`src/pwm_consts.svh`:
```
// PWM generator sizing constants shared by the package and the RTL blocks
`ifndef PWM_CONSTS_SVH
`define PWM_CONSTS_SVH

// Width of the period counter, the period register and every threshold
`define PWM_COUNTER_WIDTH 16

// Number of complementary output channels
`define PWM_N_CHANNELS 4

// Width of the dead-time register and of the per-channel dead-time counters
`define PWM_DEAD_TIME_WIDTH 8

// Period value loaded into the register bank by reset
`define PWM_RESET_PERIOD 100

`endif

```
`src/pwm_pkg.sv`:
```
// PWM generator types for counter mode, write address map, thresholds and control word
`include "pwm_consts.svh"

package pwm_pkg;

    // Counting mode of the period counter
    // Up-down mode gives centre-aligned PWM with a period of twice the programmed value
    typedef enum logic {
        count_up      = 1'b0,
        count_up_down = 1'b1
    } counter_mode_e;

    // Write address map of the register bank
    // Channel i owns the on threshold at 4+2i and the off threshold at 5+2i
    typedef enum logic [3:0] {
        addr_control   = 4'd0,
        addr_period    = 4'd1,
        addr_dead_time = 4'd2,
        addr_polarity  = 4'd3,
        addr_ch0_on    = 4'd4,
        addr_ch0_off   = 4'd5,
        addr_ch1_on    = 4'd6,
        addr_ch1_off   = 4'd7,
        addr_ch2_on    = 4'd8,
        addr_ch2_off   = 4'd9,
        addr_ch3_on    = 4'd10,
        addr_ch3_off   = 4'd11
    } reg_address_e;

    // Switching thresholds of one channel
    typedef struct packed {
        logic [`PWM_COUNTER_WIDTH-1:0] on_threshold;
        logic [`PWM_COUNTER_WIDTH-1:0] off_threshold;
    } channel_thresholds_t;

    // Control word, with mode in bit 1 and run in bit 0
    typedef struct packed {
        counter_mode_e mode;
        logic          run;
    } pwm_control_t;

endpackage

```
`src/pwm_config_regs.sv`:
```
// PWM configuration register bank decoding write strobes into control, timing and thresholds
`timescale 1ns/1ps
`include "pwm_consts.svh"

module pwm_config_regs (
    input  logic                                                  clock,
    input  logic                                                  reset,
    input  logic                                                  write_enable,
    input  pwm_pkg::reg_address_e                                 write_address,
    input  logic [15:0]                                           write_data,
    output pwm_pkg::pwm_control_t                                 control,
    output logic [`PWM_COUNTER_WIDTH-1:0]                         period,
    output logic [`PWM_DEAD_TIME_WIDTH-1:0]                       dead_time,
    output logic [`PWM_N_CHANNELS-1:0]                            polarity,
    output pwm_pkg::channel_thresholds_t [`PWM_N_CHANNELS-1:0]    thresholds
);

    // Threshold addresses are counted from the first on threshold
    logic [3:0] threshold_offset;
    // Channel selected by a threshold write
    logic [$clog2(`PWM_N_CHANNELS)-1:0] threshold_channel;
    // High when the address falls inside the threshold block
    logic threshold_hit;
    // Bit 0 of the offset picks the off threshold of the pair
    logic threshold_is_off;

    // The threshold block starts right after the four fixed registers
    always_comb begin
        threshold_offset  = 4'(write_address) - 4'(pwm_pkg::addr_ch0_on);
        threshold_hit     = (write_address >= pwm_pkg::addr_ch0_on) &&
                            (threshold_offset < 4'(2 * `PWM_N_CHANNELS));
        threshold_channel = threshold_offset[$clog2(`PWM_N_CHANNELS):1];
        threshold_is_off  = threshold_offset[0];
    end

    // Every register is updated on the write edge and shows its new value the cycle after
    always_ff @(posedge clock) begin
        if (!reset) begin
            // Stopped, up-counting, default period and no dead time
            control.run  <= 1'b0;
            control.mode <= pwm_pkg::count_up;
            period       <= `PWM_COUNTER_WIDTH'(`PWM_RESET_PERIOD);
            dead_time    <= '0;
            polarity     <= '0;
            thresholds   <= '0;
        end else if (write_enable) begin
            case (write_address)
                pwm_pkg::addr_control: begin
                    control <= pwm_pkg::pwm_control_t'(write_data[1:0]);
                end
                pwm_pkg::addr_period: begin
                    period <= write_data[`PWM_COUNTER_WIDTH-1:0];
                end
                pwm_pkg::addr_dead_time: begin
                    dead_time <= write_data[`PWM_DEAD_TIME_WIDTH-1:0];
                end
                pwm_pkg::addr_polarity: begin
                    polarity <= write_data[`PWM_N_CHANNELS-1:0];
                end
                default: begin
                    // Remaining mapped addresses are the threshold pairs
                    // Anything past the last channel is dropped here
                    if (threshold_hit) begin
                        if (threshold_is_off) begin
                            thresholds[threshold_channel].off_threshold <=
                                write_data[`PWM_COUNTER_WIDTH-1:0];
                        end else begin
                            thresholds[threshold_channel].on_threshold <=
                                write_data[`PWM_COUNTER_WIDTH-1:0];
                        end
                    end
                end
            endcase
        end
    end

endmodule

```
`src/pwm_period_counter.sv`:
```
// PWM period counter running up or up-down to the programmed period with a period start pulse
`timescale 1ns/1ps
`include "pwm_consts.svh"

module pwm_period_counter (
    input  logic                           clock,
    input  logic                           reset,
    input  pwm_pkg::pwm_control_t          control,
    input  logic [`PWM_COUNTER_WIDTH-1:0]  period,
    output logic [`PWM_COUNTER_WIDTH-1:0]  counter_value,
    output logic                           counter_stopped,
    output logic                           period_start
);

    // Period in use for the current leg, taken from the register at wrap or turn-around
    logic [`PWM_COUNTER_WIDTH-1:0] active_period;
    // Direction state for centre-aligned mode, high while counting down
    logic counting_down;

    always_ff @(posedge clock) begin
        if (!reset) begin
            counter_value   <= '0;
            counting_down   <= 1'b0;
            counter_stopped <= 1'b1;
            period_start    <= 1'b0;
            active_period   <= `PWM_COUNTER_WIDTH'(`PWM_RESET_PERIOD);
        end else if (!control.run) begin
            // Stopping parks the counter at zero heading up
            counter_value   <= '0;
            counting_down   <= 1'b0;
            counter_stopped <= 1'b1;
            period_start    <= 1'b0;
        end else if (counter_stopped) begin
            // First running cycle sits at zero and opens the first period
            counter_stopped <= 1'b0;
            period_start    <= 1'b1;
            active_period   <= period;
        end else begin
            period_start <= 1'b0;
            case (control.mode)
                pwm_pkg::count_up: begin
                    // Sawtooth from 0 to the period, so one period is period+1 cycles
                    counting_down <= 1'b0;
                    if (counter_value >= active_period) begin
                        counter_value <= '0;
                        period_start  <= 1'b1;
                        active_period <= period;
                    end else begin
                        counter_value <= counter_value + 1'b1;
                    end
                end
                default: begin
                    // Triangle from 0 up to the period and back down to 1
                    if (!counting_down) begin
                        if (counter_value >= active_period) begin
                            active_period <= period;
                            if (counter_value > `PWM_COUNTER_WIDTH'(1)) begin
                                counting_down <= 1'b1;
                                counter_value <= counter_value - 1'b1;
                            end else begin
                                // A period of one has no down leg at all
                                counter_value <= '0;
                                period_start  <= 1'b1;
                            end
                        end else begin
                            counter_value <= counter_value + 1'b1;
                        end
                    end else if (counter_value <= `PWM_COUNTER_WIDTH'(1)) begin
                        // Bottom of the triangle starts the next period
                        counter_value <= '0;
                        counting_down <= 1'b0;
                        period_start  <= 1'b1;
                        active_period <= period;
                    end else begin
                        counter_value <= counter_value - 1'b1;
                    end
                end
            endcase
        end
    end

endmodule

```
`src/compare_unit.sv`:
```
// PWM compare unit with shadow thresholds and registered per-channel counter comparisons
`timescale 1ns/1ps
`include "pwm_consts.svh"

module compare_unit (
    input  logic                                               clock,
    input  logic                                               reset,
    input  logic [`PWM_COUNTER_WIDTH-1:0]                      counter_value,
    input  logic                                               counter_stopped,
    input  pwm_pkg::channel_thresholds_t [`PWM_N_CHANNELS-1:0] thresholds,
    input  logic                                               reload,
    output logic [`PWM_N_CHANNELS-1:0]                         match_high,
    output logic [`PWM_N_CHANNELS-1:0]                         match_low
);

    // Thresholds that the running period compares against
    pwm_pkg::channel_thresholds_t [`PWM_N_CHANNELS-1:0] shadow;
    // Thresholds seen by the comparators this cycle
    pwm_pkg::channel_thresholds_t [`PWM_N_CHANNELS-1:0] active;
    // Shadows follow the register bank while stopped and at each period start
    logic load;

    assign load = counter_stopped | reload;

    // On a load cycle the comparators already see the new values
    // That way the counter value 0 of a new period belongs to the new thresholds
    always_comb begin
        active = load ? thresholds : shadow;
    end

    // Writes in the middle of a period wait here until the next reload
    always_ff @(posedge clock) begin
        if (load) begin
            shadow <= thresholds;
        end
    end

    // Both flags are registered one cycle behind the counter
    always_ff @(posedge clock) begin
        if (!reset) begin
            match_high <= '0;
            match_low  <= '0;
        end else begin
            for (int i = 0; i < `PWM_N_CHANNELS; i++) begin
                match_low[i]  <= counter_value <  active[i].off_threshold;
                match_high[i] <= counter_value >= active[i].on_threshold;
            end
        end
    end

endmodule

```
`src/pwm_output_stage.sv`:
```
// PWM output stage forming raw levels with polarity and inserting dead time on complementary pairs
`timescale 1ns/1ps
`include "pwm_consts.svh"

module pwm_output_stage (
    input  logic                             clock,
    input  logic                             reset,
    input  logic [`PWM_N_CHANNELS-1:0]       match_high,
    input  logic [`PWM_N_CHANNELS-1:0]       match_low,
    input  logic                             counter_stopped,
    input  logic [`PWM_N_CHANNELS-1:0]       polarity,
    input  logic [`PWM_DEAD_TIME_WIDTH-1:0]  dead_time,
    output logic [`PWM_N_CHANNELS-1:0]       pwm_high,
    output logic [`PWM_N_CHANNELS-1:0]       pwm_low
);

    // Level the channel will take on the next edge
    logic [`PWM_N_CHANNELS-1:0] raw_next;
    // Registered raw level, which is also the previous value raw_next is compared to
    logic [`PWM_N_CHANNELS-1:0] raw_level;
    // High once a channel has served its dead time
    logic [`PWM_N_CHANNELS-1:0] dead_done;
    // Per-channel dead-time down-counters
    logic [`PWM_DEAD_TIME_WIDTH-1:0] dead_count [`PWM_N_CHANNELS];

    // Inside the on/off window the channel is active, polarity flips the sense
    always_comb begin
        raw_next = (match_high & match_low) ^ polarity;
    end

    always_ff @(posedge clock) begin
        if (!reset) begin
            raw_level <= '0;
            for (int i = 0; i < `PWM_N_CHANNELS; i++) begin
                dead_count[i] <= '0;
            end
        end else begin
            raw_level <= raw_next;
            for (int i = 0; i < `PWM_N_CHANNELS; i++) begin
                if (counter_stopped) begin
                    // Keep a full dead time armed so the first switch-on after a start waits too
                    dead_count[i] <= dead_time;
                end else if (raw_next[i] != raw_level[i]) begin
                    // An edge loads the counter in the same edge that moves the raw level
                    dead_count[i] <= dead_time;
                end else if (dead_count[i] != '0) begin
                    dead_count[i] <= dead_count[i] - 1'b1;
                end
            end
        end
    end

    always_comb begin
        for (int i = 0; i < `PWM_N_CHANNELS; i++) begin
            dead_done[i] = dead_count[i] == '0;
        end
    end

    // The side switching off follows raw at once, the side switching on waits for dead_done
    // While stopped both transistors of every leg are held off
    assign pwm_high = raw_level & dead_done & {`PWM_N_CHANNELS{~counter_stopped}};
    assign pwm_low  = ~raw_level & dead_done & {`PWM_N_CHANNELS{~counter_stopped}};

endmodule

```
`src/pwm_generator.sv`:
```
// Four-channel PWM generator top level connecting register bank, counter, comparators and outputs
`timescale 1ns/1ps
`include "pwm_consts.svh"

module pwm_generator (
    input  logic                        clock,
    input  logic                        reset,
    input  logic                        write_enable,
    input  pwm_pkg::reg_address_e       write_address,
    input  logic [15:0]                 write_data,
    output logic [`PWM_N_CHANNELS-1:0]  pwm_high,
    output logic [`PWM_N_CHANNELS-1:0]  pwm_low,
    output logic                        period_start
);

    // Register bank outputs
    pwm_pkg::pwm_control_t                              control;
    logic [`PWM_COUNTER_WIDTH-1:0]                      period;
    logic [`PWM_DEAD_TIME_WIDTH-1:0]                    dead_time;
    logic [`PWM_N_CHANNELS-1:0]                         polarity;
    pwm_pkg::channel_thresholds_t [`PWM_N_CHANNELS-1:0] thresholds;

    // Counter state shared by the compare unit and the output stage
    logic [`PWM_COUNTER_WIDTH-1:0] counter_value;
    logic                          counter_stopped;

    // Per-channel comparator flags
    logic [`PWM_N_CHANNELS-1:0] match_high;
    logic [`PWM_N_CHANNELS-1:0] match_low;

    pwm_config_regs pwm_config_regs_inst (
        .clock         (clock),
        .reset         (reset),
        .write_enable  (write_enable),
        .write_address (write_address),
        .write_data    (write_data),
        .control       (control),
        .period        (period),
        .dead_time     (dead_time),
        .polarity      (polarity),
        .thresholds    (thresholds)
    );

    pwm_period_counter pwm_period_counter_inst (
        .clock           (clock),
        .reset           (reset),
        .control         (control),
        .period          (period),
        .counter_value   (counter_value),
        .counter_stopped (counter_stopped),
        .period_start    (period_start)
    );

    // The period start pulse doubles as the shadow reload strobe
    compare_unit compare_unit_inst (
        .clock           (clock),
        .reset           (reset),
        .counter_value   (counter_value),
        .counter_stopped (counter_stopped),
        .thresholds      (thresholds),
        .reload          (period_start),
        .match_high      (match_high),
        .match_low       (match_low)
    );

    pwm_output_stage pwm_output_stage_inst (
        .clock           (clock),
        .reset           (reset),
        .match_high      (match_high),
        .match_low       (match_low),
        .counter_stopped (counter_stopped),
        .polarity        (polarity),
        .dead_time       (dead_time),
        .pwm_high        (pwm_high),
        .pwm_low         (pwm_low)
    );

endmodule

```
`config.mk`:
```
export PLATFORM = sky130hd
export DESIGN_NAME = pwm_generator
export DESIGN_NICKNAME = d
export VERILOG_FILES = /design/src/pwm_pkg.sv /design/src/pwm_config_regs.sv /design/src/pwm_period_counter.sv /design/src/compare_unit.sv /design/src/pwm_output_stage.sv /design/src/pwm_generator.sv
export VERILOG_INCLUDE_DIRS = /design/src /design/src/src
export SDC_FILE = /design/constraint.sdc
export NUM_CORES = 1
export LEC_CHECK = 0
export BUFFER_PORTS_ARGS = -buffer_cell sky130_fd_sc_hd__buf_2
export CORE_UTILIZATION = 35
export CTS_BUF_LIST = sky130_fd_sc_hd__clkbuf_2
export DETAILED_ROUTE_END_ITERATION = 16
export PLACE_DENSITY = 0.45
export SYNTH_ARGS = -nofsm -noshare
export SYNTH_HDL_FRONTEND = slang
export SYNTH_HIERARCHICAL = 1
export SYNTH_SLANG_ARGS = --single-unit
```
`constraint.sdc`:
```
create_clock -name clock -period 7.6 [get_ports clock]
set_clock_uncertainty 0.05 [all_clocks]
set_input_delay 0.38 -clock clock [delete_from_list [all_inputs] [get_ports clock]]
set_output_delay 0.38 -clock clock [all_outputs]
set_load 0.01 [all_outputs]
```
-- After elaboration in Yosys (flattened, before gate mapping)
Memories as Yosys holds them, arrays and structs flattened.
Cells that the tools add are included.
- $add $sub $neg: 7
- magnitude comparators: 15
- equality and inequality tests: 8
- muxes and demuxes: 84
- bitwise logic cells: 22
- reductions and logical operators: 19
- operators by type and width (kind ; number):
    bitwise mux 128 bit ; 2
    2-to-1 mux 128 bit ; 2
    2-to-1 mux 16 bit ; 12
    demux 32 bit (select 2 bit) ; 2
    2-to-1 mux 8 bit ; 12
    >= comparator 16 bit ; 5
    < comparator 16 bit ; 4
    2-to-1 mux 1 bit ; 53
    logical NOT 8 bit ; 4
    2-to-1 mux 32 bit ; 1
    nonzero test 8 bit ; 4
    subtractor 8 x 1 -> 8 bit (second input constant) ; 4
    bitwise AND 4 bit ; 5
    adder 16 x 1 -> 16 bit (second input constant) ; 1
    > comparator 16 x 1 -> 1 bit (second input constant) ; 1
    less-or-equal comparator 16 x 1 -> 1 bit (second input constant) ; 1
    subtractor 16 x 1 -> 16 bit (second input constant) ; 1
    OR 1 bit ; 13
    AND reduction 2 bit ; 6
    equality test 4 x 2 -> 1 bit (second input constant) ; 2
    equality test 4 x 1 -> 1 bit (second input constant) ; 1
    >= comparator 4 x 3 -> 1 bit (second input constant) ; 1
    logical NOT 4 bit ; 1
    < comparator 4 bit (second input constant) ; 1
    other kinds (11) ; 16
- register bits: 333
- RAM bits: 32
- input port bits: 23
- output and inout port bits: 9
- logic and storage cells: 185
- memories: 1
- memories (memory ; depth ; bits a word ; read ports ; clocked after memory_dff ; write ports ; line ; text):
    pwm_output_stage_inst.dead_count ; 4 ; 8 ; 4 ; 0 ; 4 ; pwm_output_stage.sv:24 ; logic [`PWM_DEAD_TIME_WIDTH-1:0] dead_count [`PWM_N_CHANNELS];

-- Logic depth before layout (Yosys ltp)
Gate-level depths: netlist (run 1).
- depth after elaboration: 9
- gate-level depth with buffers: 11
- depth with buffers taken out: 9

-- Modules after synthesis
Netlist (run 1), hierarchy kept.
- by module, submodules not included (module ; times used ; cells an instance ; area an instance (um^2) ; sequential area each (um^2)):
    compare_unit ; 1 ; 706 ; 7186.9 ; 2722.6
    pwm_config_regs ; 1 ; 549 ; 5749.3 ; 3163.0
    pwm_period_counter ; 1 ; 333 ; 2541.2 ; 700.7
    pwm_output_stage ; 1 ; 231 ; 2416.1 ; 1041.0

-- Worst setup path before layout (run 1)
No wires, ideal clock.
- path type: register to register
- start: reg pwm_period_counter_inst.counter_value[15]
- end: reg pwm_period_counter_inst.counter_value[9]
- setup time: 0.077 ns
- data arrival time: 2.733 ns
- data required time: 7.473 ns
- path slack: 4.740 ns
- cell stages (with the launch flop): 8
- path buffers: 0
- clock period less this slack: 2.860 ns
- path through: dfxtp_1 ha_1 nand4_1 or3_4 or4_4 a31oi_4 or4b_1 a41oi_2
- cells in the longest elaborated chain, start to end: 5
- elaborated cells between the ends (all ways): 9
- classes of those cells: order compare: 3; mux: 6
- ends and longest elaborated chain (item ; line ; text):
    start: declaration ; pwm_period_counter.sv:10 ; output logic [`PWM_COUNTER_WIDTH-1:0] counter_value,
    start signal: assignment ; pwm_period_counter.sv:49 ; counter_value <= counter_value + 1'b1;
    start signal: assignment ; pwm_period_counter.sv:59 ; counter_value <= counter_value - 1'b1;
    start signal: assignment ; pwm_period_counter.sv:66 ; counter_value <= counter_value + 1'b1;
    > comparator 16 x 1 -> 1 bit ; pwm_period_counter.sv:57 ; if (counter_value > `PWM_COUNTER_WIDTH'(1)) begin
    2-to-1 mux 16 bit ; pwm_period_counter.sv:57 ;
    2-to-1 mux 16 bit ; pwm_period_counter.sv:55 ; if (counter_value >= active_period) begin
    2-to-1 mux 16 bit ; pwm_period_counter.sv:54 ; if (!counting_down) begin
    2-to-1 mux 16 bit * ; pwm_period_counter.sv:40 ; case (control.mode)
Every way passes the cells marked *; elsewhere a longest branch is shown, timed or not.
A chain may end at the register's enable or synchronous reset.

==> flow_summary.html, run 1 <==
<table>
<tr><th>Metric</th><th>Value</th></tr>
<tr><th colspan="2">Die</th></tr>
<tr><td>Die width</td><td>228.1 um</td></tr>
<tr><td>I/O pin count</td><td>32</td></tr>
<tr><td>Core area</td><td>50,270 sq um</td></tr>
<tr><td>Die H</td><td>228.1 um</td></tr>
<tr><td>Die area</td><td>52,030 sq um</td></tr>
<tr><td>FP Rows</td><td>82</td></tr>
<tr><td>Initial core utilization</td><td>35.59%</td></tr>
<tr><th colspan="2">Clock network</th></tr>
<tr><td>Clock slew at reported path FFs</td><td>0.11 ns</td></tr>
<tr><td>Number of H-tree levels</td><td>3</td></tr>
<tr><td>Number of setup buffers added after CTS</td><td>0</td></tr>
<tr><td>Longest Clk Path Bufs</td><td>3</td></tr>
<tr><td>CTS tree</td><td>done</td></tr>
<tr><td>Number of clock sinks</td><td>365</td></tr>
<tr><td>Num CTS Buffers</td><td>103</td></tr>
<tr><td>Clock insertion delay at the later pin of the skew report</td><td>1.14 ns</td></tr>
<tr><td>Number of buffers added to fix hold violations after cts</td><td>34</td></tr>
<tr><td>Total of cells resized after clock tree synthesis</td><td>0</td></tr>
<tr><td>Cell at the root of the clock tree</td><td>sky130_fd_sc_hd__clkbuf_2</td></tr>
<tr><th colspan="2">Global routing</th></tr>
<tr><td>Initial antenna violation count</td><td>4</td></tr>
<tr><td>First-pass GRT wire length</td><td>77,400 um</td></tr>
<tr><td>Maximum number of pins on one net before global-route repair</td><td>74</td></tr>
<tr><td>Vias in the first global route</td><td>13,134</td></tr>
<tr><td>Combined global-route utilization of all metal layers</td><td>19.54%</td></tr>
<tr><td>Global route total overflow</td><td>0</td></tr>
<tr><th colspan="2">Detailed routing</th></tr>
<tr><td>Routed wire length</td><td>50,980 um</td></tr>
<tr><td>Count of antenna-violating nets left after detailed routing</td><td>0</td></tr>
<tr><td>Post-DR vias/cell</td><td>4.979</td></tr>
<tr><td>Routed wire length per instance</td><td>19.02 um</td></tr>
<tr><td>Overall via count from detail_route</td><td>13,350</td></tr>
<tr><td>DR iter-0 viols</td><td>659</td></tr>
<tr><td>Number of detailed-route iterations in the first pass</td><td>5</td></tr>
<tr><td>DRC violation count after routing</td><td>0</td></tr>
<tr><th colspan="2">Run status</th></tr>
<tr><td>Status</td><td>complete, no violations</td></tr>
<tr><th colspan="2">Synthesis</th></tr>
<tr><td>Ys Warns</td><td>6</td></tr>
<tr><td>Synth Area in Compound Gates</td><td>9.992%</td></tr>
<tr><td>Fraction of synthesized cell area in xor and xnor cells</td><td>2.231%</td></tr>
<tr><td>Cell area after synthesis</td><td>17,890 sq um</td></tr>
<tr><td>Post-synthesis mux area share</td><td>15.76%</td></tr>
<tr><td>Mean area per synthesized cell</td><td>9.837 sq um</td></tr>
<tr><td>Sequential element share of the synthesized area</td><td>42.63%</td></tr>
<tr><td>Post-synthesis net count</td><td>1,991</td></tr>
<tr><td>Cells after Synth</td><td>1,819</td></tr>
<tr><td>#FFs+latches synth</td><td>365</td></tr>
<tr><td>Number of enable-type register cells in the synthesized netlist</td><td>32</td></tr>
<tr><td>Dominant combinational cell family by area after synthesis</td><td>multiplexers</td></tr>
<tr><td>Primary FF master, synth</td><td>sky130_fd_sc_hd__dfxtp_1</td></tr>
<tr><td>Synthesized-area fraction occupied by and/or/nand/nor cells</td><td>12.94%</td></tr>
<tr><td>Unique cell type count in the Yosys netlist</td><td>84</td></tr>
<tr><td>Adder and majority gate portion of the synthesized area</td><td>10.42%</td></tr>
<tr><td>Proportion of synthesized flip-flops having asynchronous set or reset</td><td>0%</td></tr>
<tr><th colspan="2">Critical path</th></tr>
<tr><td>Cells along the critical path</td><td>nor2_4, buf_4, mux2_2, inv_1, ha_1, a21oi_1, nor2_1, a211oi_1, o21ai_0, a22o_1</td></tr>
<tr><td>Largest delay contributor family on the critical path</td><td>compound AO/OA/AOI/OAI gates</td></tr>
<tr><td>Startpoint-to-endpoint class of the critical path</td><td>flip-flop to flip-flop</td></tr>
<tr><td>Required time of the worst setup path</td><td>8.54 ns</td></tr>
<tr><td>Cell with the largest stage delay on the worst path</td><td>sky130_fd_sc_hd__a211oi_1</td></tr>
<tr><td>Reg2reg path depth</td><td>10</td></tr>
<tr><td>Worst Setup Start Kind</td><td>flip-flop</td></tr>
<tr><td>Setup slack of the worst register-to-register path</td><td>3.66 ns</td></tr>
<tr><td>Path length in cells of the critical path</td><td>10</td></tr>
<tr><td>CP Max Fanout</td><td>34</td></tr>
<tr><td>Worst path bufs/invs</td><td>2</td></tr>
<tr><td>Arrival time at the worst endpoint</td><td>4.88 ns</td></tr>
<tr><td>Setup crit end kind</td><td>flip-flop</td></tr>
<tr><td>Slowest Stage Delay on Critical Path</td><td>0.67 ns</td></tr>
<tr><th colspan="2">STA</th></tr>
<tr><td>Number of max-slew violations in the final report</td><td>0</td></tr>
<tr><td>Slew Limit Headroom</td><td>20.03%</td></tr>
<tr><td>Final period demand of the worst path</td><td>3.944 ns</td></tr>
<tr><td>Post-route worst hold slack</td><td>0.1912 ns</td></tr>
<tr><td>Period utilization</td><td>51.90%</td></tr>
<tr><td>Post-Route Setup TNS</td><td>0 ns</td></tr>
<tr><td>Setup repair after global routing missed its margin</td><td>no</td></tr>
<tr><td>Fmax</td><td>253.5 MHz</td></tr>
<tr><td>Setup-failing EPs final</td><td>0</td></tr>
<tr><td>Worst-margin pin slew</td><td>1.190 ns</td></tr>
<tr><td>Number of failing hold endpoints at the final stage</td><td>0</td></tr>
<tr><th colspan="2">Cells and area</th></tr>
<tr><td>Total Nets Final</td><td>2,099</td></tr>
<tr><td>Most frequent standard cell in the layout excluding fill and tap cells</td><td>sky130_fd_sc_hd__dfxtp_1</td></tr>
<tr><td>Total of fill cells in the finished design</td><td>5,025</td></tr>
<tr><td>Layout cell share with drive strength beyond 1</td><td>13.66%</td></tr>
<tr><td>Synthesis-to-layout area growth</td><td>11.19%</td></tr>
<tr><td>Top library cells by usage in the layout, fill and taps aside</td><td>sky130_fd_sc_hd__dfxtp_1, sky130_fd_sc_hd__mux2i_1, sky130_fd_sc_hd__nand2_1</td></tr>
<tr><td>Final Util</td><td>39.57%</td></tr>
<tr><td>Post-layout instance area</td><td>19,900 sq um</td></tr>
<tr><th colspan="2">Power and ir drop</th></tr>
<tr><td>Leakage power total</td><td>8.958 nW</td></tr>
<tr><td>Ratio of total power to cell area</td><td>183.8 nW/um^2</td></tr>
<tr><td>Maximum resistive drop on vdd</td><td>0.0001038 V</td></tr>
<tr><th colspan="2">Place</th></tr>
<tr><td>Detailed placement HPWL</td><td>33,270 um</td></tr>
<tr><td>Buffers added on ports</td><td>31</td></tr>
<tr><td>Standard cell area after detailed placement</td><td>18,590 sq um</td></tr>
<tr><td>Routability cong.</td><td>0.8564</td></tr>
<tr><th colspan="2">Worst hold path</th></tr>
<tr><td>Worst hold path stage count</td><td>3</td></tr>
<tr><td>Worst min-delay path class</td><td>input pin to flip-flop</td></tr>
<tr><th colspan="2">Job</th></tr>
<tr><td>Maximum capacitance violations</td><td>0</td></tr>
</table>
==> report_power, final <==
| group | leakage [nW] | internal [mW] | switching (mW) |
|---|---|---|---|
| sequential | 3.08 | 1.96 | 0.0128 |
| combinational | 5.14 | 0.0637 | 0.126 |
| clock | 0.738 | 0.622 | 0.873 |
| total | 8.96 | 2.65 | 1.01 |
==> synth_stat cells, types with 29 or more instances <==
cell type / number / area (sq um)
sky130_fd_sc_hd__a21oi_1: 89 / 445.4
sky130_fd_sc_hd__clkbuf_1: 46 / 172.7
sky130_fd_sc_hd__dfxtp_1: 333 / 6666
sky130_fd_sc_hd__edfxtp_1: 32 / 960.9
sky130_fd_sc_hd__ha_1: 149 / 1864
sky130_fd_sc_hd__inv_1: 155 / 581.8
sky130_fd_sc_hd__mux2i_1: 257 / 2572
sky130_fd_sc_hd__nand2_1: 244 / 915.9
sky130_fd_sc_hd__nand3_1: 49 / 245.2
sky130_fd_sc_hd__nor2_1: 33 / 123.9
sky130_fd_sc_hd__nor3_1: 29 / 145.1
sky130_fd_sc_hd__o21ai_0: 64 / 320.3
sky130_fd_sc_hd__xnor2_1: 30 / 262.8
==> kinds of logic after synthesis <==
| logic type | after synthesis |
|---|---|
| multiplexers | 278 |
| flip-flops | 365 |
| buffers and inverters | 240 |
| AO/OA/AOI/OAI | 270 |
| AND/OR/NAND/NOR | 473 |
| XOR/XNOR | 44 |
| adder cells (fa/ha/maj) | 149 |
==> metrics by stage <==
step | std cells | power (mW) | worst slack (ns)
CTS | 2678 | 3.738 | 3.649
finish | 2681 | 3.656 | 3.656
floorplan | 1819 | 2.128 | 4.740
global placement | 2460 | 2.196 | 3.733
detailed placement | 2460 | 2.198 | 3.693
global route | 2680 | 3.854 | 3.544
==> per-layer routing <==
layer	wire length [um]	GRT usage, %	vias up	part of all wire (%)
li1	-	-	6656	-
met1	24290	25.76	6288	48
met2	22160	30.12	313	43
met3	2732	4.788	93	5.4
met4	1800	8.746	0	3.5
met5	0	0	-	0
==> worst paths after layout <==
check                                                           from                                         to
worst max-delay path            pwm_period_counter_inst/period_start            compare_unit_inst/match_high[0]
worst min-delay path                                   write_data[1]       pwm_config_regs_inst/thresholds[113]
worst min register to register       pwm_config_regs_inst/period[11]  pwm_period_counter_inst/active_period[11]
worst max register to register  pwm_period_counter_inst/period_start            compare_unit_inst/match_high[0]
==> sequential cells by signal (all words and copies together), names as in the netlist, 2 cells and up <==
name	flops
compare_unit_inst/match_high	4
compare_unit_inst/match_low	4
compare_unit_inst/shadow	128
pwm_config_regs_inst/control	2
pwm_config_regs_inst/dead_time	8
pwm_config_regs_inst/period	16
pwm_config_regs_inst/polarity	4
pwm_config_regs_inst/thresholds	128
pwm_output_stage_inst/dead_count	32
pwm_output_stage_inst/raw_level	4
pwm_period_counter_inst/active_period	16
pwm_period_counter_inst/counter_value	16
==> worst register-to-register path: stages, from the launching register on <==
cell and delay (ns):
sky130_fd_sc_hd__dfxtp_1 0.35, sky130_fd_sc_hd__nor2_4 0.48, sky130_fd_sc_hd__buf_4 0.62, sky130_fd_sc_hd__mux2_2 0.46
sky130_fd_sc_hd__inv_1 0.07, sky130_fd_sc_hd__ha_1 0.23, sky130_fd_sc_hd__a21oi_1 0.15, sky130_fd_sc_hd__nor2_1 0.05
sky130_fd_sc_hd__a211oi_1 0.67, sky130_fd_sc_hd__o21ai_0 0.43, sky130_fd_sc_hd__a22o_1 0.28
==> area by class of cell <==
class                   instances  area (sq um)  share of cell area [%]
diodes                          3         7.507                 0.03773
clock buffers                 158         790.8                   3.975
clock inverters                26         167.7                  0.8427
inverters                     155         581.8                   2.924
multi-input cells            1214          9201                   46.25
flip-flops and latches        365          7629                   38.34
well taps                     672         840.8                   4.226
repair buffers                 88         676.9                   3.402
Power figures use the tool's default switching activity.
==> inputs of run 2 (changes only) <==
==> constraint.sdc (replaced) <==
create_clock -name clock -period 4 [get_ports clock]
set_clock_uncertainty 0.05 [all_clocks]
set_input_delay 0.2 -clock clock [delete_from_list [all_inputs] [get_ports clock]]
set_output_delay 0.2 -clock clock [all_outputs]
set_load 0.01 [all_outputs]
==> flow_summary.html, run 2 (same netlist as run 1, synthesis figures left out) <==
<table>
<tr><th>Metric</th><th>Value</th></tr>
<tr><th colspan="2">Run status</th></tr>
<tr><td>Status</td><td>complete, no violations</td></tr>
<tr><th colspan="2">Die</th></tr>
<tr><td>Die width</td><td>228.1 um</td></tr>
<tr><td>Die H</td><td>228.1 um</td></tr>
<tr><td>I/O pin count</td><td>32</td></tr>
<tr><td>FP Rows</td><td>82</td></tr>
<tr><td>Die area</td><td>52,030 sq um</td></tr>
<tr><td>Core area</td><td>50,270 sq um</td></tr>
<tr><td>Initial core utilization</td><td>35.59%</td></tr>
<tr><th colspan="2">Power and ir drop</th></tr>
<tr><td>Maximum resistive drop on vdd</td><td>0.0001433 V</td></tr>
<tr><td>Leakage power total</td><td>9.060 nW</td></tr>
<tr><td>Fraction of power spent switching nets</td><td>27.08%</td></tr>
<tr><td>Part of the total power dissipated in sequential elements</td><td>54.6%</td></tr>
<tr><td>Fraction of power consumed by combinational cells</td><td>5.3%</td></tr>
<tr><td>Switching power of the nets</td><td>1.860 mW</td></tr>
<tr><td>Ratio of total power to cell area</td><td>342.2 nW/um^2</td></tr>
<tr><td>Internal</td><td>5.009 mW</td></tr>
<tr><td>Clock share of power</td><td>40.1%</td></tr>
<tr><th colspan="2">Detailed routing</th></tr>
<tr><td>Routed wire length per instance</td><td>18.77 um</td></tr>
<tr><td>DR iter-0 viols</td><td>684</td></tr>
<tr><td>Count of antenna-violating nets left after detailed routing</td><td>0</td></tr>
<tr><td>Post-DR vias/cell</td><td>4.951</td></tr>
<tr><td>Number of detailed-route iterations in the first pass</td><td>5</td></tr>
<tr><td>Routed wire length</td><td>50,580 um</td></tr>
<tr><td>Overall via count from detail_route</td><td>13,344</td></tr>
<tr><td>DRC violation count after routing</td><td>0</td></tr>
<tr><th colspan="2">Cells and area</th></tr>
<tr><td>Registers with the highest flip-flop counts</td><td>compare_unit_inst/shadow: 128 flops, pwm_config_regs_inst/thresholds: 128 flops, pwm_output_stage_inst/dead_count: 32 flops</td></tr>
<tr><td>Total Nets Final</td><td>2,115</td></tr>
<tr><td>Synthesis-to-layout area growth</td><td>12.19%</td></tr>
<tr><td>Layout cell share with drive strength beyond 1</td><td>13.81%</td></tr>
<tr><td>Top library cells by usage in the layout, fill and taps aside</td><td>sky130_fd_sc_hd__dfxtp_1, sky130_fd_sc_hd__mux2i_1, sky130_fd_sc_hd__nand2_1</td></tr>
<tr><td>Total of fill cells in the finished design</td><td>5,098</td></tr>
<tr><td>Most frequent standard cell in the layout excluding fill and tap cells</td><td>sky130_fd_sc_hd__dfxtp_1</td></tr>
<tr><th colspan="2">Critical path</th></tr>
<tr><td>R2r startpoint</td><td>pwm_period_counter_inst/active_period[15]</td></tr>
<tr><td>Worst Setup Start Kind</td><td>flip-flop</td></tr>
<tr><td>Launch point of the worst path</td><td>pwm_period_counter_inst/active_period[15]</td></tr>
<tr><td>Required time of the worst setup path</td><td>4.91 ns</td></tr>
<tr><td>Slowest Stage Delay on Critical Path</td><td>0.92 ns</td></tr>
<tr><td>Cell with the largest stage delay on the worst path</td><td>sky130_fd_sc_hd__o31a_1</td></tr>
<tr><td>Setup slack of the worst register-to-register path</td><td>0.62 ns</td></tr>
<tr><td>Arrival time at the worst endpoint</td><td>4.29 ns</td></tr>
<tr><td>Cells along the critical path</td><td>inv_1, ha_1, nand4_1, or3_4, or4_4, a21boi_0, o31a_1, mux2i_1</td></tr>
<tr><td>Startpoint-to-endpoint class of the critical path</td><td>flip-flop to flip-flop</td></tr>
<tr><td>CP Max Fanout</td><td>16</td></tr>
<tr><td>Setup crit end kind</td><td>flip-flop</td></tr>
<tr><th colspan="2">Clock network</th></tr>
<tr><td>Clock insertion delay at the later pin of the skew report</td><td>1.05 ns</td></tr>
<tr><td>Number of clock sinks</td><td>365</td></tr>
<tr><td>Cell at the root of the clock tree</td><td>sky130_fd_sc_hd__clkbuf_2</td></tr>
<tr><td>Num CTS Buffers</td><td>100</td></tr>
<tr><td>Clock slew at reported path FFs</td><td>0.10 ns</td></tr>
<tr><td>Number of H-tree levels</td><td>3</td></tr>
<tr><td>Total of cells resized after clock tree synthesis</td><td>0</td></tr>
<tr><td>Number of setup buffers added after CTS</td><td>0</td></tr>
<tr><td>CTS tree</td><td>done</td></tr>
<tr><td>Longest Clk Path Bufs</td><td>3</td></tr>
<tr><th colspan="2">Job</th></tr>
<tr><td>Maximum capacitance violations</td><td>0</td></tr>
<tr><th colspan="2">Global routing</th></tr>
<tr><td>Initial antenna violation count</td><td>2</td></tr>
<tr><td>Maximum number of pins on one net before global-route repair</td><td>113</td></tr>
<tr><td>Global route total overflow</td><td>0</td></tr>
<tr><td>First-pass GRT wire length</td><td>78,430 um</td></tr>
<tr><td>Combined global-route utilization of all metal layers</td><td>19.64%</td></tr>
<tr><td>Vias in the first global route</td><td>13,466</td></tr>
<tr><th colspan="2">Place</th></tr>
<tr><td>Detailed placement HPWL</td><td>33,150 um</td></tr>
<tr><td>Post-place setup slack</td><td>0.6377 ns</td></tr>
<tr><td>Routability cong.</td><td>0.8471</td></tr>
<tr><td>Buffers added on ports</td><td>31</td></tr>
<tr><th colspan="2">Worst hold path</th></tr>
<tr><td>Worst Min Path Start</td><td>reset</td></tr>
<tr><td>Worst min-delay path class</td><td>input pin to flip-flop</td></tr>
<tr><th colspan="2">STA</th></tr>
<tr><td>Slew Limit Headroom</td><td>24.26%</td></tr>
<tr><td>Period utilization</td><td>84.40%</td></tr>
<tr><td>Number of max-slew violations in the final report</td><td>0</td></tr>
<tr><td>Setup-failing EPs final</td><td>0</td></tr>
<tr><td>Fmax</td><td>296.2 MHz</td></tr>
<tr><td>Final period demand of the worst path</td><td>3.376 ns</td></tr>
<tr><td>Worst setup margin</td><td>0.6242 ns</td></tr>
<tr><td>Worst-margin pin slew</td><td>1.136 ns</td></tr>
<tr><td>Post-Route Setup TNS</td><td>0 ns</td></tr>
<tr><td>Number of failing hold endpoints at the final stage</td><td>0</td></tr>
<tr><td>Setup repair after global routing missed its margin</td><td>no</td></tr>
</table>
run 2: cell types whose count changed in the layout (fill, tap and decap cells not counted), sizes merged:
cell         before  now
clkbuf          159  158
inv             157  158
buf              53   62
clkinv           22   18
diode             3    2
dlygate4sd3      34   44
run 2: per-layer routing:
| layer | share of wire, % | vias up | track usage [%] |
|---|---|---|---|
| li1 | - | 6680 | - |
| met1 | 48 | 6307 | 25.80 |
| met3 | 4.8 | 72 | 4.213 |
| met5 | 0 | - | 0 |
| met4 | 2.9 | 0 | 8.515 |
| met2 | 45 | 285 | 30.97 |
run 2: metrics by stage:
| step | total power, mW | area [sq um] | utilization, % | instances | hold WS [ns] |
|---|---|---|---|---|---|
| 6_report | 6.869 | 20080 | 39.93 | 2695 | 0.1416 |
| 2_1_floorplan | 4.043 | 17890 | - | 1819 | 0.2751 |
| 4_1_cts | 7.017 | 20070 | 39.92 | 2693 | 0.003852 |
| 3_3_place_gp | 4.172 | 18700 | 37.21 | 2469 | 0.3909 |
| 5_1_grt | 7.267 | 20080 | 39.93 | 2695 | 0.06405 |
| 3_5_place_dp | 4.175 | 18700 | 37.21 | 2469 | 0.3967 |
run 2: cell type report:
class	count	area, sq um	share of cell area, %
Multi-Input combinational cell	1214	9199	45.82
Sequential cell	365	7629	38.00
Timing Repair Buffer	107	894.6	4.456
Tap cell	672	840.8	4.188
Clock buffer	157	785.8	3.914
Inverter	155	581.8	2.898
Clock inverter	23	140.1	0.6980
Antenna cell	2	5.005	0.02493
run 2: timing repair:
item / in CTS / in global routing
hold buffers: 44 / 0
hold endpoints to repair: 217 / 0
endpoints found under the setup margin: 0 / 0
run 2: power by group through the flow:
stage / clock network [mW] / logic [mW] / registers (mW)
after floorplan: 0 / 0.218 / 3.82
after global placement: 0 / 0.338 / 3.83
after detailed placement: 0 / 0.341 / 3.83
after CTS: 2.90 / 0.368 / 3.75
after global routing: 3.11 / 0.395 / 3.76
final: 2.76 / 0.363 / 3.75
run 2: worst paths after layout:
| path | end | cells past startpoint |
|---|---|---|
| hold / removal | pwm_config_regs_inst/thresholds[78] | 4 |
| setup / recovery | pwm_period_counter_inst/active_period[11] | 8 |
| setup reg to reg | pwm_period_counter_inst/active_period[11] | 8 |
| hold reg to reg | pwm_config_regs_inst/thresholds[58] | 2 |
run 2: critical path, delay by kind of cell (launching register included):
kind,cells,cell delay [ns]
AO/OA/AOI/OAI,2,1.13
adder cells (fa/ha/maj),1,0.30
buffers and inverters,1,0.04
flip-flops,1,0.34
multiplexers,1,0.27
AND/OR/NAND/NOR,3,1.13
